--- config.mk ---
export PLATFORM = sky130hd
export DESIGN_NAME = mips_core
export DESIGN_NICKNAME = d
export VERILOG_FILES = /design/src/logic/mips_pkg.sv /design/src/logic/mips_alu.sv /design/src/logic/mips_regfile.sv /design/src/logic/mips_mem_align.sv /design/src/logic/mips_ctrl.sv /design/src/logic/mips_core.sv
export SDC_FILE = /design/constraint.sdc
export NUM_CORES = 2
export LEC_CHECK = 0
export BUFFER_PORTS_ARGS = -buffer_cell sky130_fd_sc_hd__buf_4
export CORE_MARGIN = 3
export CORE_UTILIZATION = 60
export DETAILED_ROUTE_END_ITERATION = 8
export MAX_ROUTING_LAYER = met4
export PLACE_DENSITY_LB_ADDON = 0.1
export SLEW_MARGIN = 25
export SYNTH_ARGS = -nofsm -noshare
export SYNTH_HDL_FRONTEND = slang
export SYNTH_SLANG_ARGS = --single-unit
export TNS_END_PERCENT = 30
--- constraint.sdc ---
create_clock -name CLK -period 8.1 [get_ports CLK]
set_input_delay 0.405 -clock CLK [delete_from_list [all_inputs] [get_ports CLK]]
set_output_delay 0.405 -clock CLK [all_outputs]
set_load 0.1 [all_outputs]
--- src/logic/mips_pkg.sv ---
package mips_pkg;

   localparam logic [5:0] OP_RTYPE = 6'b000000;
   localparam logic [5:0] OP_J     = 6'b000010;
   localparam logic [5:0] OP_JAL   = 6'b000011;
   localparam logic [5:0] OP_BEQ   = 6'b000100;
   localparam logic [5:0] OP_BNE   = 6'b000101;
   localparam logic [5:0] OP_ADDIU = 6'b001001;
   localparam logic [5:0] OP_SLTI  = 6'b001010;
   localparam logic [5:0] OP_ANDI  = 6'b001100;
   localparam logic [5:0] OP_ORI   = 6'b001101;
   localparam logic [5:0] OP_XORI  = 6'b001110;
   localparam logic [5:0] OP_LUI   = 6'b001111;
   localparam logic [5:0] OP_LB    = 6'b100000;
   localparam logic [5:0] OP_LH    = 6'b100001;
   localparam logic [5:0] OP_LW    = 6'b100011;
   localparam logic [5:0] OP_LBU   = 6'b100100;
   localparam logic [5:0] OP_LHU   = 6'b100101;
   localparam logic [5:0] OP_SB    = 6'b101000;
   localparam logic [5:0] OP_SH    = 6'b101001;
   localparam logic [5:0] OP_SW    = 6'b101011;

   localparam logic [5:0] FN_SLL  = 6'h00;
   localparam logic [5:0] FN_SRL  = 6'h02;
   localparam logic [5:0] FN_SRA  = 6'h03;
   localparam logic [5:0] FN_JR   = 6'h08;
   localparam logic [5:0] FN_ADDU = 6'h21;
   localparam logic [5:0] FN_SUBU = 6'h23;
   localparam logic [5:0] FN_AND  = 6'h24;
   localparam logic [5:0] FN_OR   = 6'h25;
   localparam logic [5:0] FN_XOR  = 6'h26;
   localparam logic [5:0] FN_NOR  = 6'h27;
   localparam logic [5:0] FN_SLT  = 6'h2a;
   localparam logic [5:0] FN_SLTU = 6'h2b;

   typedef enum logic [3:0] {
      ALU_ADD, ALU_SUB, ALU_AND, ALU_OR, ALU_XOR, ALU_NOR,
      ALU_SLT, ALU_SLTU, ALU_SLL, ALU_SRL, ALU_SRA, ALU_LUI
   } alu_op_t;

   typedef enum logic [1:0] {SRC_A_REG, SRC_A_FWD, SRC_A_SHAMT, SRC_A_PC} src_a_t;
   typedef enum logic [1:0] {SRC_B_REG, SRC_B_FWD, SRC_B_IMM, SRC_B_LINK} src_b_t;  // link is +4 on PC+4
   typedef enum logic [1:0] {PC_PLUS4, PC_BRANCH, PC_JUMP, PC_REG} pc_sel_t;
   typedef enum logic [1:0] {MEM_BYTE, MEM_HALF, MEM_WORD} mem_size_t;

   typedef union packed {
      struct packed {
         logic [5:0] opcode;
         logic [4:0] rs;
         logic [4:0] rt;
         logic [4:0] rd;
         logic [4:0] shamt;
         logic [5:0] funct;
      } r;
      struct packed {
         logic [5:0]  opcode;
         logic [4:0]  rs;
         logic [4:0]  rt;
         logic [15:0] imm16;
      } i;
      struct packed {
         logic [5:0]  opcode;
         logic [25:0] target26;
      } j;
   } instr_t;

endpackage

--- src/logic/mips_alu.sv ---
`timescale 1ns/100ps

module mips_alu
   import mips_pkg::*;
(
   input  logic [31:0] a,
   input  logic [31:0] b,
   input  alu_op_t     op,
   output logic [31:0] result,
   output logic        equal
);

   always_comb begin
      case (op)
         ALU_ADD:  result = a + b;
         ALU_SUB:  result = a - b;
         ALU_AND:  result = a & b;
         ALU_OR:   result = a | b;
         ALU_XOR:  result = a ^ b;
         ALU_NOR:  result = ~(a | b);
         ALU_SLT:  result = {31'd0, $signed(a) < $signed(b)};
         ALU_SLTU: result = {31'd0, a < b};
         ALU_SLL:  result = b << a[4:0];   // shamt arrives on a
         ALU_SRL:  result = b >> a[4:0];
         ALU_SRA:  result = $signed(b) >>> a[4:0];
         ALU_LUI:  result = {b[15:0], 16'h0000};
         default:  result = a + b;
      endcase
      equal = (a == b);   // beq / bne compare
   end

endmodule

--- src/logic/mips_regfile.sv ---
`timescale 1ns/100ps

module mips_regfile (
   input  logic        CLK,
   input  logic        arst_n,
   input  logic        we,
   input  logic [4:0]  ra1,
   input  logic [4:0]  ra2,
   input  logic [4:0]  wa,
   input  logic [31:0] wd,
   output logic [31:0] rd1,
   output logic [31:0] rd2
);

   logic [31:0] regs [32];

   always_ff @(posedge CLK or negedge arst_n) begin
      if (!arst_n) begin
         for (int k = 0; k < 32; k++) begin
            regs[k] <= '0;
         end
      end else if (we && wa != 5'd0) begin   // $0 stays zero
         regs[wa] <= wd;
      end
   end

   assign rd1 = regs[ra1];
   assign rd2 = regs[ra2];

endmodule

--- src/logic/mips_mem_align.sv ---
`timescale 1ns/100ps

module mips_mem_align
   import mips_pkg::*;
(
   input  logic [31:0] store_data,
   input  logic [1:0]  addr_lo,
   input  mem_size_t   size,
   input  mem_size_t   load_size,
   input  logic        load_signed,
   input  logic [1:0]  load_lo,
   input  logic [31:0] rdata,
   output logic [31:0] wdata,
   output logic [3:0]  be,
   output logic [31:0] load_value
);

   logic [7:0]  load_byte;
   logic [15:0] load_half;

   // big endian lanes, offset 0 is bits 31:24
   always_comb begin
      case (size)
         MEM_BYTE: begin
            wdata = {24'd0, store_data[7:0]} << {~addr_lo, 3'b000};
            be    = 4'b1000 >> addr_lo;
         end
         MEM_HALF: begin
            wdata = addr_lo[1] ? {16'd0, store_data[15:0]} : {store_data[15:0], 16'd0};
            be    = addr_lo[1] ? 4'b0011 : 4'b1100;
         end
         default: begin
            wdata = store_data;
            be    = 4'b1111;
         end
      endcase
   end

   assign load_byte = rdata[{~load_lo, 3'b000} +: 8];
   assign load_half = load_lo[1] ? rdata[15:0] : rdata[31:16];

   always_comb begin
      case (load_size)
         MEM_BYTE: load_value = {{24{load_signed & load_byte[7]}}, load_byte};
         MEM_HALF: load_value = {{16{load_signed & load_half[15]}}, load_half};
         default:  load_value = rdata;
      endcase
   end

endmodule

--- src/logic/mips_ctrl.sv ---
`timescale 1ns/100ps

module mips_ctrl
   import mips_pkg::*;
(
   input  logic       CLK,
   input  logic       arst_n,
   input  logic       stall,
   input  instr_t     ex_instr,
   input  logic [4:0] mw_dest,
   input  logic       mw_write,
   output alu_op_t    alu_op,
   output src_a_t     src_a,
   output src_b_t     src_b,
   output logic       imm_signed,
   output pc_sel_t    pc_sel,
   output logic [4:0] dest,
   output logic       reg_write,
   output logic       mem_re,
   output logic       mem_we,
   output mem_size_t  mem_size,
   output logic       mem_signed
);

   logic       fetch_live;   // reset vector has been presented
   logic       ex_live;      // EX holds a real fetched word
   logic       fwd_rs;
   logic       fwd_rt;
   logic       wr_dec;
   logic       re_dec;
   logic       we_dec;
   logic [5:0] opcode;
   logic [5:0] funct;

   // two-step boot, first present the vector, then drop the stale word
   always_ff @(posedge CLK or negedge arst_n) begin
      if (!arst_n) begin
         fetch_live <= 1'b0;
         ex_live    <= 1'b0;
      end else if (!stall) begin
         fetch_live <= 1'b1;
         ex_live    <= fetch_live;
      end
   end

   assign opcode = ex_instr.i.opcode;
   assign funct  = ex_instr.r.funct;
   assign fwd_rs = mw_write && (mw_dest != 5'd0) && (mw_dest == ex_instr.r.rs);
   assign fwd_rt = mw_write && (mw_dest != 5'd0) && (mw_dest == ex_instr.r.rt);

   always_comb begin
      alu_op     = ALU_ADD;
      src_a      = fwd_rs ? SRC_A_FWD : SRC_A_REG;
      src_b      = fwd_rt ? SRC_B_FWD : SRC_B_REG;
      imm_signed = 1'b1;
      pc_sel     = PC_PLUS4;
      dest       = ex_instr.i.rt;
      wr_dec     = 1'b0;
      re_dec     = 1'b0;
      we_dec     = 1'b0;
      case (opcode)
         OP_RTYPE: begin
            dest   = ex_instr.r.rd;
            wr_dec = 1'b1;
            case (funct)
               FN_SLL:  alu_op = ALU_SLL;
               FN_SRL:  alu_op = ALU_SRL;
               FN_SRA:  alu_op = ALU_SRA;
               FN_ADDU: alu_op = ALU_ADD;
               FN_SUBU: alu_op = ALU_SUB;
               FN_AND:  alu_op = ALU_AND;
               FN_OR:   alu_op = ALU_OR;
               FN_XOR:  alu_op = ALU_XOR;
               FN_NOR:  alu_op = ALU_NOR;
               FN_SLT:  alu_op = ALU_SLT;
               FN_SLTU: alu_op = ALU_SLTU;
               FN_JR: begin
                  pc_sel = PC_REG;   // target is operand a
                  wr_dec = 1'b0;
               end
               default: wr_dec = 1'b0;
            endcase
            if (funct == FN_SLL || funct == FN_SRL || funct == FN_SRA)
               src_a = SRC_A_SHAMT;
         end
         OP_J: pc_sel = PC_JUMP;
         OP_JAL: begin
            pc_sel = PC_JUMP;
            dest   = 5'd31;
            wr_dec = 1'b1;
            src_a  = SRC_A_PC;
            src_b  = SRC_B_LINK;
         end
         OP_BEQ, OP_BNE: begin
            pc_sel = PC_BRANCH;   // taken decided in core
            alu_op = ALU_SUB;
         end
         OP_ADDIU, OP_SLTI, OP_ANDI, OP_ORI, OP_XORI, OP_LUI: begin
            src_b  = SRC_B_IMM;
            wr_dec = 1'b1;
            case (opcode)
               OP_SLTI: alu_op = ALU_SLT;
               OP_ANDI: alu_op = ALU_AND;
               OP_ORI:  alu_op = ALU_OR;
               OP_XORI: alu_op = ALU_XOR;
               OP_LUI:  alu_op = ALU_LUI;
               default: alu_op = ALU_ADD;
            endcase
            imm_signed = (opcode == OP_ADDIU) || (opcode == OP_SLTI);
         end
         OP_LB, OP_LBU, OP_LH, OP_LHU, OP_LW: begin
            src_b  = SRC_B_IMM;
            wr_dec = 1'b1;
            re_dec = 1'b1;
         end
         OP_SB, OP_SH, OP_SW: begin
            src_b  = SRC_B_IMM;
            we_dec = 1'b1;
         end
         default: ;
      endcase

      case (opcode)
         OP_LB, OP_LBU, OP_SB: mem_size = MEM_BYTE;
         OP_LH, OP_LHU, OP_SH: mem_size = MEM_HALF;
         default:              mem_size = MEM_WORD;
      endcase
      mem_signed = (opcode == OP_LB) || (opcode == OP_LH);

      if (!ex_live)
         pc_sel = PC_PLUS4;   // stale word may look like a branch
      if (!fetch_live) begin
         pc_sel = PC_REG;     // ex_pc4 still holds the reset vector
         src_a  = SRC_A_PC;
      end
      reg_write = wr_dec & ex_live;
      mem_re    = re_dec & ex_live & ~stall;   // no repeated access while frozen
      mem_we    = we_dec & ex_live & ~stall;
   end

endmodule

--- src/logic/mips_core.sv ---
`timescale 1ns/100ps

module mips_core
   import mips_pkg::*;
#(
   parameter logic [31:0] RESET_PC = 32'h0000_0000
) (
   input  logic        CLK,
   input  logic        arst_n,
   input  logic        stall,
   output logic [31:0] imem_addr,
   input  logic [31:0] imem_rdata,
   output logic [31:0] dmem_addr,
   output logic [31:0] dmem_wdata,
   output logic [3:0]  dmem_be,
   output logic        dmem_we,
   output logic        dmem_re,
   input  logic [31:0] dmem_rdata
);

   logic [31:0] pc;        // address of the word in imem_rdata
   logic [31:0] pc_next;
   logic [31:0] pc_plus4;
   instr_t      ex_instr;
   logic [31:0] ex_pc4;
   logic [31:0] br_target;
   logic [31:0] jump_target;
   logic        taken;

   alu_op_t     alu_op;
   src_a_t      src_a;
   src_b_t      src_b;
   logic        imm_signed;
   pc_sel_t     pc_sel;
   logic [4:0]  dest;
   logic        reg_write;
   logic        mem_re;
   logic        mem_we;
   mem_size_t   mem_size;
   logic        mem_signed;

   logic [31:0] rd1;
   logic [31:0] rd2;
   logic [31:0] imm_ext;
   logic [31:0] alu_a;
   logic [31:0] alu_b;
   logic [31:0] alu_result;
   logic        alu_equal;
   logic [31:0] store_data;

   logic [31:0] mw_result;
   logic [4:0]  mw_dest;
   logic        mw_write;
   logic        mw_load;
   mem_size_t   mw_size;
   logic        mw_signed;
   logic [31:0] load_value;
   logic [31:0] wb_value;

   mips_ctrl u_ctrl (
      .CLK        (CLK),
      .arst_n     (arst_n),
      .stall      (stall),
      .ex_instr   (ex_instr),
      .mw_dest    (mw_dest),
      .mw_write   (mw_write),
      .alu_op     (alu_op),
      .src_a      (src_a),
      .src_b      (src_b),
      .imm_signed (imm_signed),
      .pc_sel     (pc_sel),
      .dest       (dest),
      .reg_write  (reg_write),
      .mem_re     (mem_re),
      .mem_we     (mem_we),
      .mem_size   (mem_size),
      .mem_signed (mem_signed)
   );

   mips_regfile u_regfile (
      .CLK    (CLK),
      .arst_n (arst_n),
      .we     (mw_write & ~stall),
      .ra1    (ex_instr.r.rs),
      .ra2    (ex_instr.r.rt),
      .wa     (mw_dest),
      .wd     (wb_value),
      .rd1    (rd1),
      .rd2    (rd2)
   );

   mips_alu u_alu (
      .a      (alu_a),
      .b      (alu_b),
      .op     (alu_op),
      .result (alu_result),
      .equal  (alu_equal)
   );

   mips_mem_align u_align (
      .store_data  (store_data),
      .addr_lo     (alu_result[1:0]),
      .size        (mem_size),
      .load_size   (mw_size),
      .load_signed (mw_signed),
      .load_lo     (mw_result[1:0]),
      .rdata       (dmem_rdata),
      .wdata       (dmem_wdata),
      .be          (dmem_be),
      .load_value  (load_value)
   );

   assign imm_ext = imm_signed ? {{16{ex_instr.i.imm16[15]}}, ex_instr.i.imm16}
                               : {16'd0, ex_instr.i.imm16};

   always_comb begin
      case (src_a)
         SRC_A_REG:   alu_a = rd1;
         SRC_A_FWD:   alu_a = wb_value;
         SRC_A_SHAMT: alu_a = {27'd0, ex_instr.r.shamt};
         default:     alu_a = ex_pc4;
      endcase
      case (src_b)
         SRC_B_REG: alu_b = rd2;
         SRC_B_FWD: alu_b = wb_value;
         SRC_B_IMM: alu_b = imm_ext;
         default:   alu_b = 32'd4;   // PC+4 plus 4 gives the jal link
      endcase
   end

   // store data bypasses the ALU, so rt gets its own forward
   assign store_data = (mw_write && mw_dest != 5'd0 && mw_dest == ex_instr.r.rt)
                       ? wb_value : rd2;

   assign pc_plus4    = pc + 32'd4;
   assign br_target   = ex_pc4 + {imm_ext[29:0], 2'b00};
   assign jump_target = {ex_pc4[31:28], ex_instr.j.target26, 2'b00};
   assign taken       = alu_equal ^ (ex_instr.i.opcode == OP_BNE);

   always_comb begin
      case (pc_sel)
         PC_PLUS4:  pc_next = pc_plus4;
         PC_BRANCH: pc_next = taken ? br_target : pc_plus4;
         PC_JUMP:   pc_next = jump_target;
         default:   pc_next = alu_a;   // jr, or the boot vector
      endcase
   end

   assign imem_addr = pc_next;   // sync imem returns it next cycle
   assign dmem_addr = alu_result;
   assign dmem_we   = mem_we;
   assign dmem_re   = mem_re;
   assign wb_value  = mw_load ? load_value : mw_result;

   always_ff @(posedge CLK or negedge arst_n) begin
      if (!arst_n) begin
         pc       <= RESET_PC;
         ex_pc4   <= RESET_PC;
         ex_instr <= '0;        // bubble, sll $0
         mw_write <= 1'b0;
         mw_load  <= 1'b0;
      end else if (!stall) begin
         pc       <= pc_next;
         ex_pc4   <= pc_plus4;
         ex_instr <= imem_rdata;
         mw_write <= reg_write;
         mw_load  <= mem_re;
      end
   end

   always_ff @(posedge CLK) begin
      if (!stall) begin
         mw_result <= alu_result;
         mw_dest   <= dest;
         mw_size   <= mem_size;
         mw_signed <= mem_signed;
      end
   end

endmodule

# == Yosys cells after proc, flatten, opt, wreduce, memory -nomap -nowiden ==
# Cells that the tools add are included.
# op_classes
addsub,4
order_cmp,6
eq_ne,51
shift,6
mux,43
bitwise_logic,19
reduce_logical,27
# op_table
op,count
$bwmux W1024,1
$pmux W32 S11,1
$bmux W32 S5,2
$mux W32,10
$pmux W32 S3,3
$demux W32 S5,1
$pmux W32 S2,2
$eq A6 B6 Y1 const B,16
$add A32 B32 Y32,2
$lt A32 B32 Y1,2
$eq A6 B4 Y1 const B,7
$pmux W4 S10,1
$add A32 B3 Y32 const B,1
$and A32 B32 Y32,1
$eq A32 B32 Y1,1
$not A32 Y32,1
$or A32 B32 Y32,1
$shiftx A32 B6 Y8,1
$shl A32 B5 Y32,1
$shl A8 B5 Y32,1
$shr A32 B5 Y32,1
$sshr A32 B5 Y32,1
$sub A32 B32 Y32,1
$xor A32 B32 Y32,1
40 further kinds,96
# totals
ff_bits,1164
out_inout_bits,102

# == Logic depth before layout (Yosys ltp) ==
# logic_depth
ltp_word,15
ltp_mapped,29
ltp_nobuf,22

# == Cells and area by module ==
# Synthesis repeated with hierarchy kept, for this count alone.
# unflattened
cells_unflattened,7375
area_unflattened_um2,77240.3
# by_module_without_submodules
mod,instances,cells_per_inst,area_each_um2
mips_regfile,1,4601,55942.4
mips_core,1,1153,10104.7
mips_alu,1,1305,9064.9
mips_mem_align,1,193,1322.5
mips_ctrl,1,123,805.8

# == Worst setup path before layout ==
# No wires, ideal clock.
# synth_timing
kind,reg-to-reg
startpoint,register ex_instr[21] in the netlist's numbering
endpoint,"register mw_result[25], data pin"
arrival_time_ps,7823
t_required_ps,7443
path_slack_ps,-381
stages_incl_launch_ff,29
period_less_slack_ps,8481
cell_sequence,dfrtp_1 buf_2 buf_6 buf_4 buf_4 clkbuf_1 buf_2 buf_2 mux4_2 mux4_2 mux2i_1 nand2_1 a32oi_1 inv_1 ha_1 clkbuf_1 inv_1 a21oi_1 o21ai_0 a21o_1 a21oi_1 o21ai_0 a31oi_1 o21ba_2 o21bai_1 a21oi_1 nor4_1 o21a_1 a221oi_1
# synth_via
elab_chain_cells,11
elab_cells_between_ends,24
classes_between,add/sub: 2; eq/ne: 3; shift: 3; mux: 9; bitwise: 5; reduce/logical: 2
# synth_rtl
item,line,source
"start, declared",mips_core.sv:24,instr_t ex_instr;
"start signal, assigned",mips_core.sv:165,ex_instr <= imem_rdata;
$eq A5 B5 Y1,mips_ctrl.sv:48,assign fwd_rs = mw_write && (mw_dest != 5'd0) && (mw_dest == ex_instr.r.rs);
$logic_and A1 B1 Y1,mips_ctrl.sv:48,
$mux W1,mips_ctrl.sv:53,src_a = fwd_rs ? SRC_A_FWD : SRC_A_REG;
$mux W2,mips_ctrl.sv:83,if (funct == FN_SLL || funct == FN_SRL || funct == FN_SRA)
$pmux W2 S2,mips_ctrl.sv:61,case (opcode)
$mux W2,mips_ctrl.sv:132,if (!fetch_live) begin
"$eq A2 B2 Y1, or another cell as far along",mips_core.sv:117,case (src_a)
$pmux W32 S3 *,mips_core.sv:117,
"parallel branches: the longest is 2 deep, another holds $add A32 B32 Y32",-,
$pmux W32 S11 *,mips_alu.sv:14,case (op)
net dmem_addr[25],mips_core.sv:13,"output logic [31:0] dmem_addr,"
"end signal, assigned",mips_core.sv:173,mw_result <= alu_result;
"end, declared",mips_core.sv:51,logic [31:0] mw_result;
# Mark *: on every way through the listed nets, which the timed path passes. The select of a mux whose other input is x is not followed.
# A chain may end at the register's enable or synchronous reset.

# == Final worst setup path ==
# layout_timing
startpoint,register ex_instr[17] in the netlist's numbering
endpoint,output port dmem_addr[23]
# layout_via
elab_chain_cells,9
elab_cells_between_ends,22
classes_between,add/sub: 2; eq/ne: 3; shift: 3; mux: 7; bitwise: 5; reduce/logical: 2
# layout_rtl
item,line,source
$eq A5 B5 Y1,mips_ctrl.sv:49,assign fwd_rt = mw_write && (mw_dest != 5'd0) && (mw_dest == ex_instr.r.rt);
$logic_and A1 B1 Y1,mips_ctrl.sv:49,
$mux W1,mips_ctrl.sv:54,src_b = fwd_rt ? SRC_B_FWD : SRC_B_REG;
$pmux W2 S2,mips_ctrl.sv:61,
"$eq A2 B2 Y1, or another cell as far along",mips_core.sv:123,case (src_b)
$pmux W32 S3 *,mips_core.sv:123,
"parallel branches: the longest is 2 deep, another holds $add A32 B32 Y32",-,
$pmux W32 S11 *,mips_alu.sv:14,
"end, declared",mips_core.sv:13,
# Every way passes the cells marked *. The select of a mux whose other input is x is not followed.

==> qor.csv <==
metric,value,unit
status,"finished, violations left",
violated checks,design-rule violations,
drt total wl,345000,um
Placeable Area,121000,um2
pre-CTS WS,442,ps
most frequent cells in the layout,"1363 x nand2_1, 1160 x o21ai_0, 1112 x dfrtp_1",
# IOs,169,
Layout Nets,7983,
CTS H-tree depth,3,
final worst-path cycle share,0.996,
sequential share of the synthesized area,0.400,
Yosys reg bits,1164,
Clock Skews,61.8,ps
Final setup violation count,0,
routed len/inst,36.3,um
Crit Path Category,flop to primary output,
clock share of power,0.268,
worst hold slack,88.1,ps
dominant synthesized flop cell,dfrtp_1,
Leak Pwr,36.5,nW
"slowest stage cell, crit path",dfrtp_4,
Yosys top cell area share,0.384,
number of synthesized flops with an enable pin,40,
vias after detailed routing,72284,
CTS tree,built,
total track usage,0.553,
DRT Pass-1 Iters,9,
Root Driver,clkbuf_16,
global-route wire length before repair,490000,um
met3 GRT Util,0.217,
largest family of logic cells by synthesized area,multiplexers,
Critical path buffers and inverters,5,
1st-iter DRT viols,13448,
clk_lat worst skew,800,ps
"Avg Cell Area, Syn",9.56,um2
Post-Syn Area,73300,um2
Crit path largest cell delay,660,ps
area share of fa/ha/maj cells after synthesis,0.0225,
compound-cell area share of the yosys netlist,0.185,
Final Non-Filler Cells,9526,
IO Port Bufs,168,
R2R Setup Slk,1190,ps
GRT met2 Usage,0.748,
Antenna Nets Post-Route,0,
area grow syn2layout,13.8,%
TNS Setup,0,ps
dpl hpwl,225000,um
Die Wd,355,um
M1 GR Usage,0.654,
Hold WC Path Type,primary input to flop,
DRC viols,41,
Synth cell types,121,
Max Cap Viol,0,
Internal Dissipation,0.0128,W
CTS Sinks,1164,
Critical Path AT,7660,ps
crit path cell chain,buf_4 -> buf_16 -> mux4_2 -> mux4_2 -> mux2i_1 -> mux2_4 -> o21ai_2 -> ha_1 -> a21o_1 -> a21oi_1 -> nor2b_1 -> a211oi_1 -> a21oi_1 -> o31a_1 -> or3_1 -> a21oi_1 -> buf_4 -> o21bai_1 -> a21o_1 -> a221o_1 -> o21ai_0 -> buf_4 -> o2111ai_1 -> buf_4,
layout cells sized above 1,0.203,
Final Max Tran Viols,0,
CP top delay family,compound AO/OA/AOI/OAI gates,
Via-to-Cell Ratio,7.59,
GRT overflow,0,
"FFs w/ async S/R, synth",0.966,
switching power,0.00972,W
filler cell count,8409,
min Tclk post-route,8070,ps
row cnt,127,
largest net degree at the start of global routing,175,
Worst slew margin,0.123,
CP Capture Type,primary output,
vias in the first global route,70243,
Switching Fraction,0.432,
height of the die,355,um
Area contributors post-synth,"dfrtp_1 38%, mux4_2 11%, o21ai_0 7.9%, mux2i_1 7.3%, nand2_1 7.1%",
CP Launch Type,flop,
proportion of synthesized area in mux cells,0.204,
CP dominant cell by count,buf_4,
clk buf depth,3,
fmax,124,MHz
power per cell area,270,nW/um2
"leading cell type in the layout, fill and taps excluded",nand2_1,
Die ar.,126000,um2
final worst slack,31.4,ps
Synth Instances,7662,
Seq pwr share,0.325,
clock transition at the registers of the reported paths,70,ps
initial core utilization,0.608,
leading area contributor after synthesis,dfrtp_1,
VDD IR-drop max,355,uV
Synth Area in XOR/XNOR,0.0107,
RePlAce Congestion,1.15,
busiest grt layer,met2,
number of cells after detailed placement,9202,
syn_nets,7859,
initial antenna violation count,25,
YS warnings,0,
total CTS buffers,120,
Comb pwr share,0.407,
Crit Path Max Fanout,26,
simple-gate share of the synthesized area,0.126,
Worst Max-Slew Pin Slew,1300,ps
Fin. Hold Viols,0,
Worst Path Required,7700,ps
==> timing repair <==
action | CTS | global route
hold buffers | 33 | 0
endpoints found under the setup margin | 52 | 52
hold endpoints to repair | 126 | 0
setup buffers | 18 | 20
gates cloned | 1 | 0
pin swaps | 1 | 4
resized for setup | 19 | 32
==> path summary, 6_finish.rpt <==
kind,startpoint,to,depth (start not counted)
setup / recovery,ex_instr[17]$_DFFE_PN0N_,dmem_addr[23],24
hold / removal,stall,mw_write$_DFFE_PN0N_,3
setup reg to reg,ex_instr[17]$_DFFE_PN0N_,mw_result[23]$_DFFE_PN_,23
hold reg to reg,u_regfile.regs[1011]$_DFFE_PN0P_,u_regfile.regs[1011]$_DFFE_PN0P_,0
max in group asynchronous,arst_n,u_regfile.regs[191]$_DFFE_PN0P_,4
min in group asynchronous,arst_n,ex_instr[24]$_DFFE_PN0N_,2
==> worst min-delay path, delay by kind of cell <==
kind,cells,cell delay [ps]
simple gates,1,90
compound gates,1,180
buf+inv,1,120
==> metal layers <==
metal	vias to the layer above	wire (um)
met3	2185	53800
met1	34663	115000
met5	-	0
met2	7227	141000
met4	0	35100
li1	28209	-
==> power groups by stage <==
stage	registers (W)	clock network [W]	logic (W)
finish	0.00732	0.00603	0.00915
detailed placement	0.00734	0	0.00858
global placement	0.00730	0	0.00851
floorplan	0.00693	0	0.00552
global route	0.00733	0.00621	0.00942
CTS	0.00724	0.00597	0.00873
==> layout make-up <==
class	count	area, um2	area share
multi-input combinational	5652	41100	0.493
sequential	1164	29400	0.352
timing repair buffer	719	6070	0.0728
clock buffer	160	3370	0.0405
tap	1612	2020	0.0242
clock inverter	69	872	0.0105
inverter	129	498	0.00597
antenna	21	52.6	0.000630
==> flip-flops by register name, summed over array words and instances (netlist names) <==
| signal | flops |
|---|---|
| u_regfile.regs | 1024 |
| ex_instr | 32 |
| ex_pc4 | 32 |
| mw_result | 32 |
| pc | 32 |
| mw_dest | 5 |
| mw_size | 2 |
| mw_load | 1 |
| mw_signed | 1 |
| mw_write | 1 |
| u_ctrl.ex_live | 1 |
| u_ctrl.fetch_live | 1 |
==> synthesized netlist by cell type, drive strengths merged, types with 36 or more instances <==
| cell type | count |
|---|---|
| nand2 | 1399 |
| o21ai | 1181 |
| dfrtp | 1124 |
| mux2i | 535 |
| clkbuf | 498 |
| mux4 | 370 |
| a21oi | 313 |
| nor2 | 301 |
| buf | 219 |
| a22oi | 143 |
| inv | 128 |
| ha | 127 |
| nand3 | 110 |
| mux2 | 107 |
| o22ai | 101 |
| nor3 | 82 |
| a31oi | 64 |
| xnor2 | 64 |
| a211oi | 59 |
| a21o | 46 |
| nor2b | 45 |
| edfxtp | 40 |
| o211ai | 40 |
| o221ai | 36 |
==> metrics by stage <==
stage,total power (W),area [um2],util
after floorplan,0.0124,73300,-
after global placement,0.0158,77900,0.646
after detailed placement,0.0159,77900,0.646
after CTS,0.0219,82800,0.687
after global routing,0.0230,83400,0.691
final,0.0225,83400,0.691
==> logic make-up (layout without fill, tap and decap cells) <==
group | count (synthesis) | count (layout)
adders and majority gates | 130 | 130
other | 0 | 21
buffers and inverters | 846 | 1077
and+or+nand+nor | 2170 | 2170
DFF | 1164 | 1164
xor gates and xnor gates | 89 | 89
muxes | 1012 | 1012
AOI/OAI and AO/OA | 2251 | 2251
(Power assumes the default switching activity.)
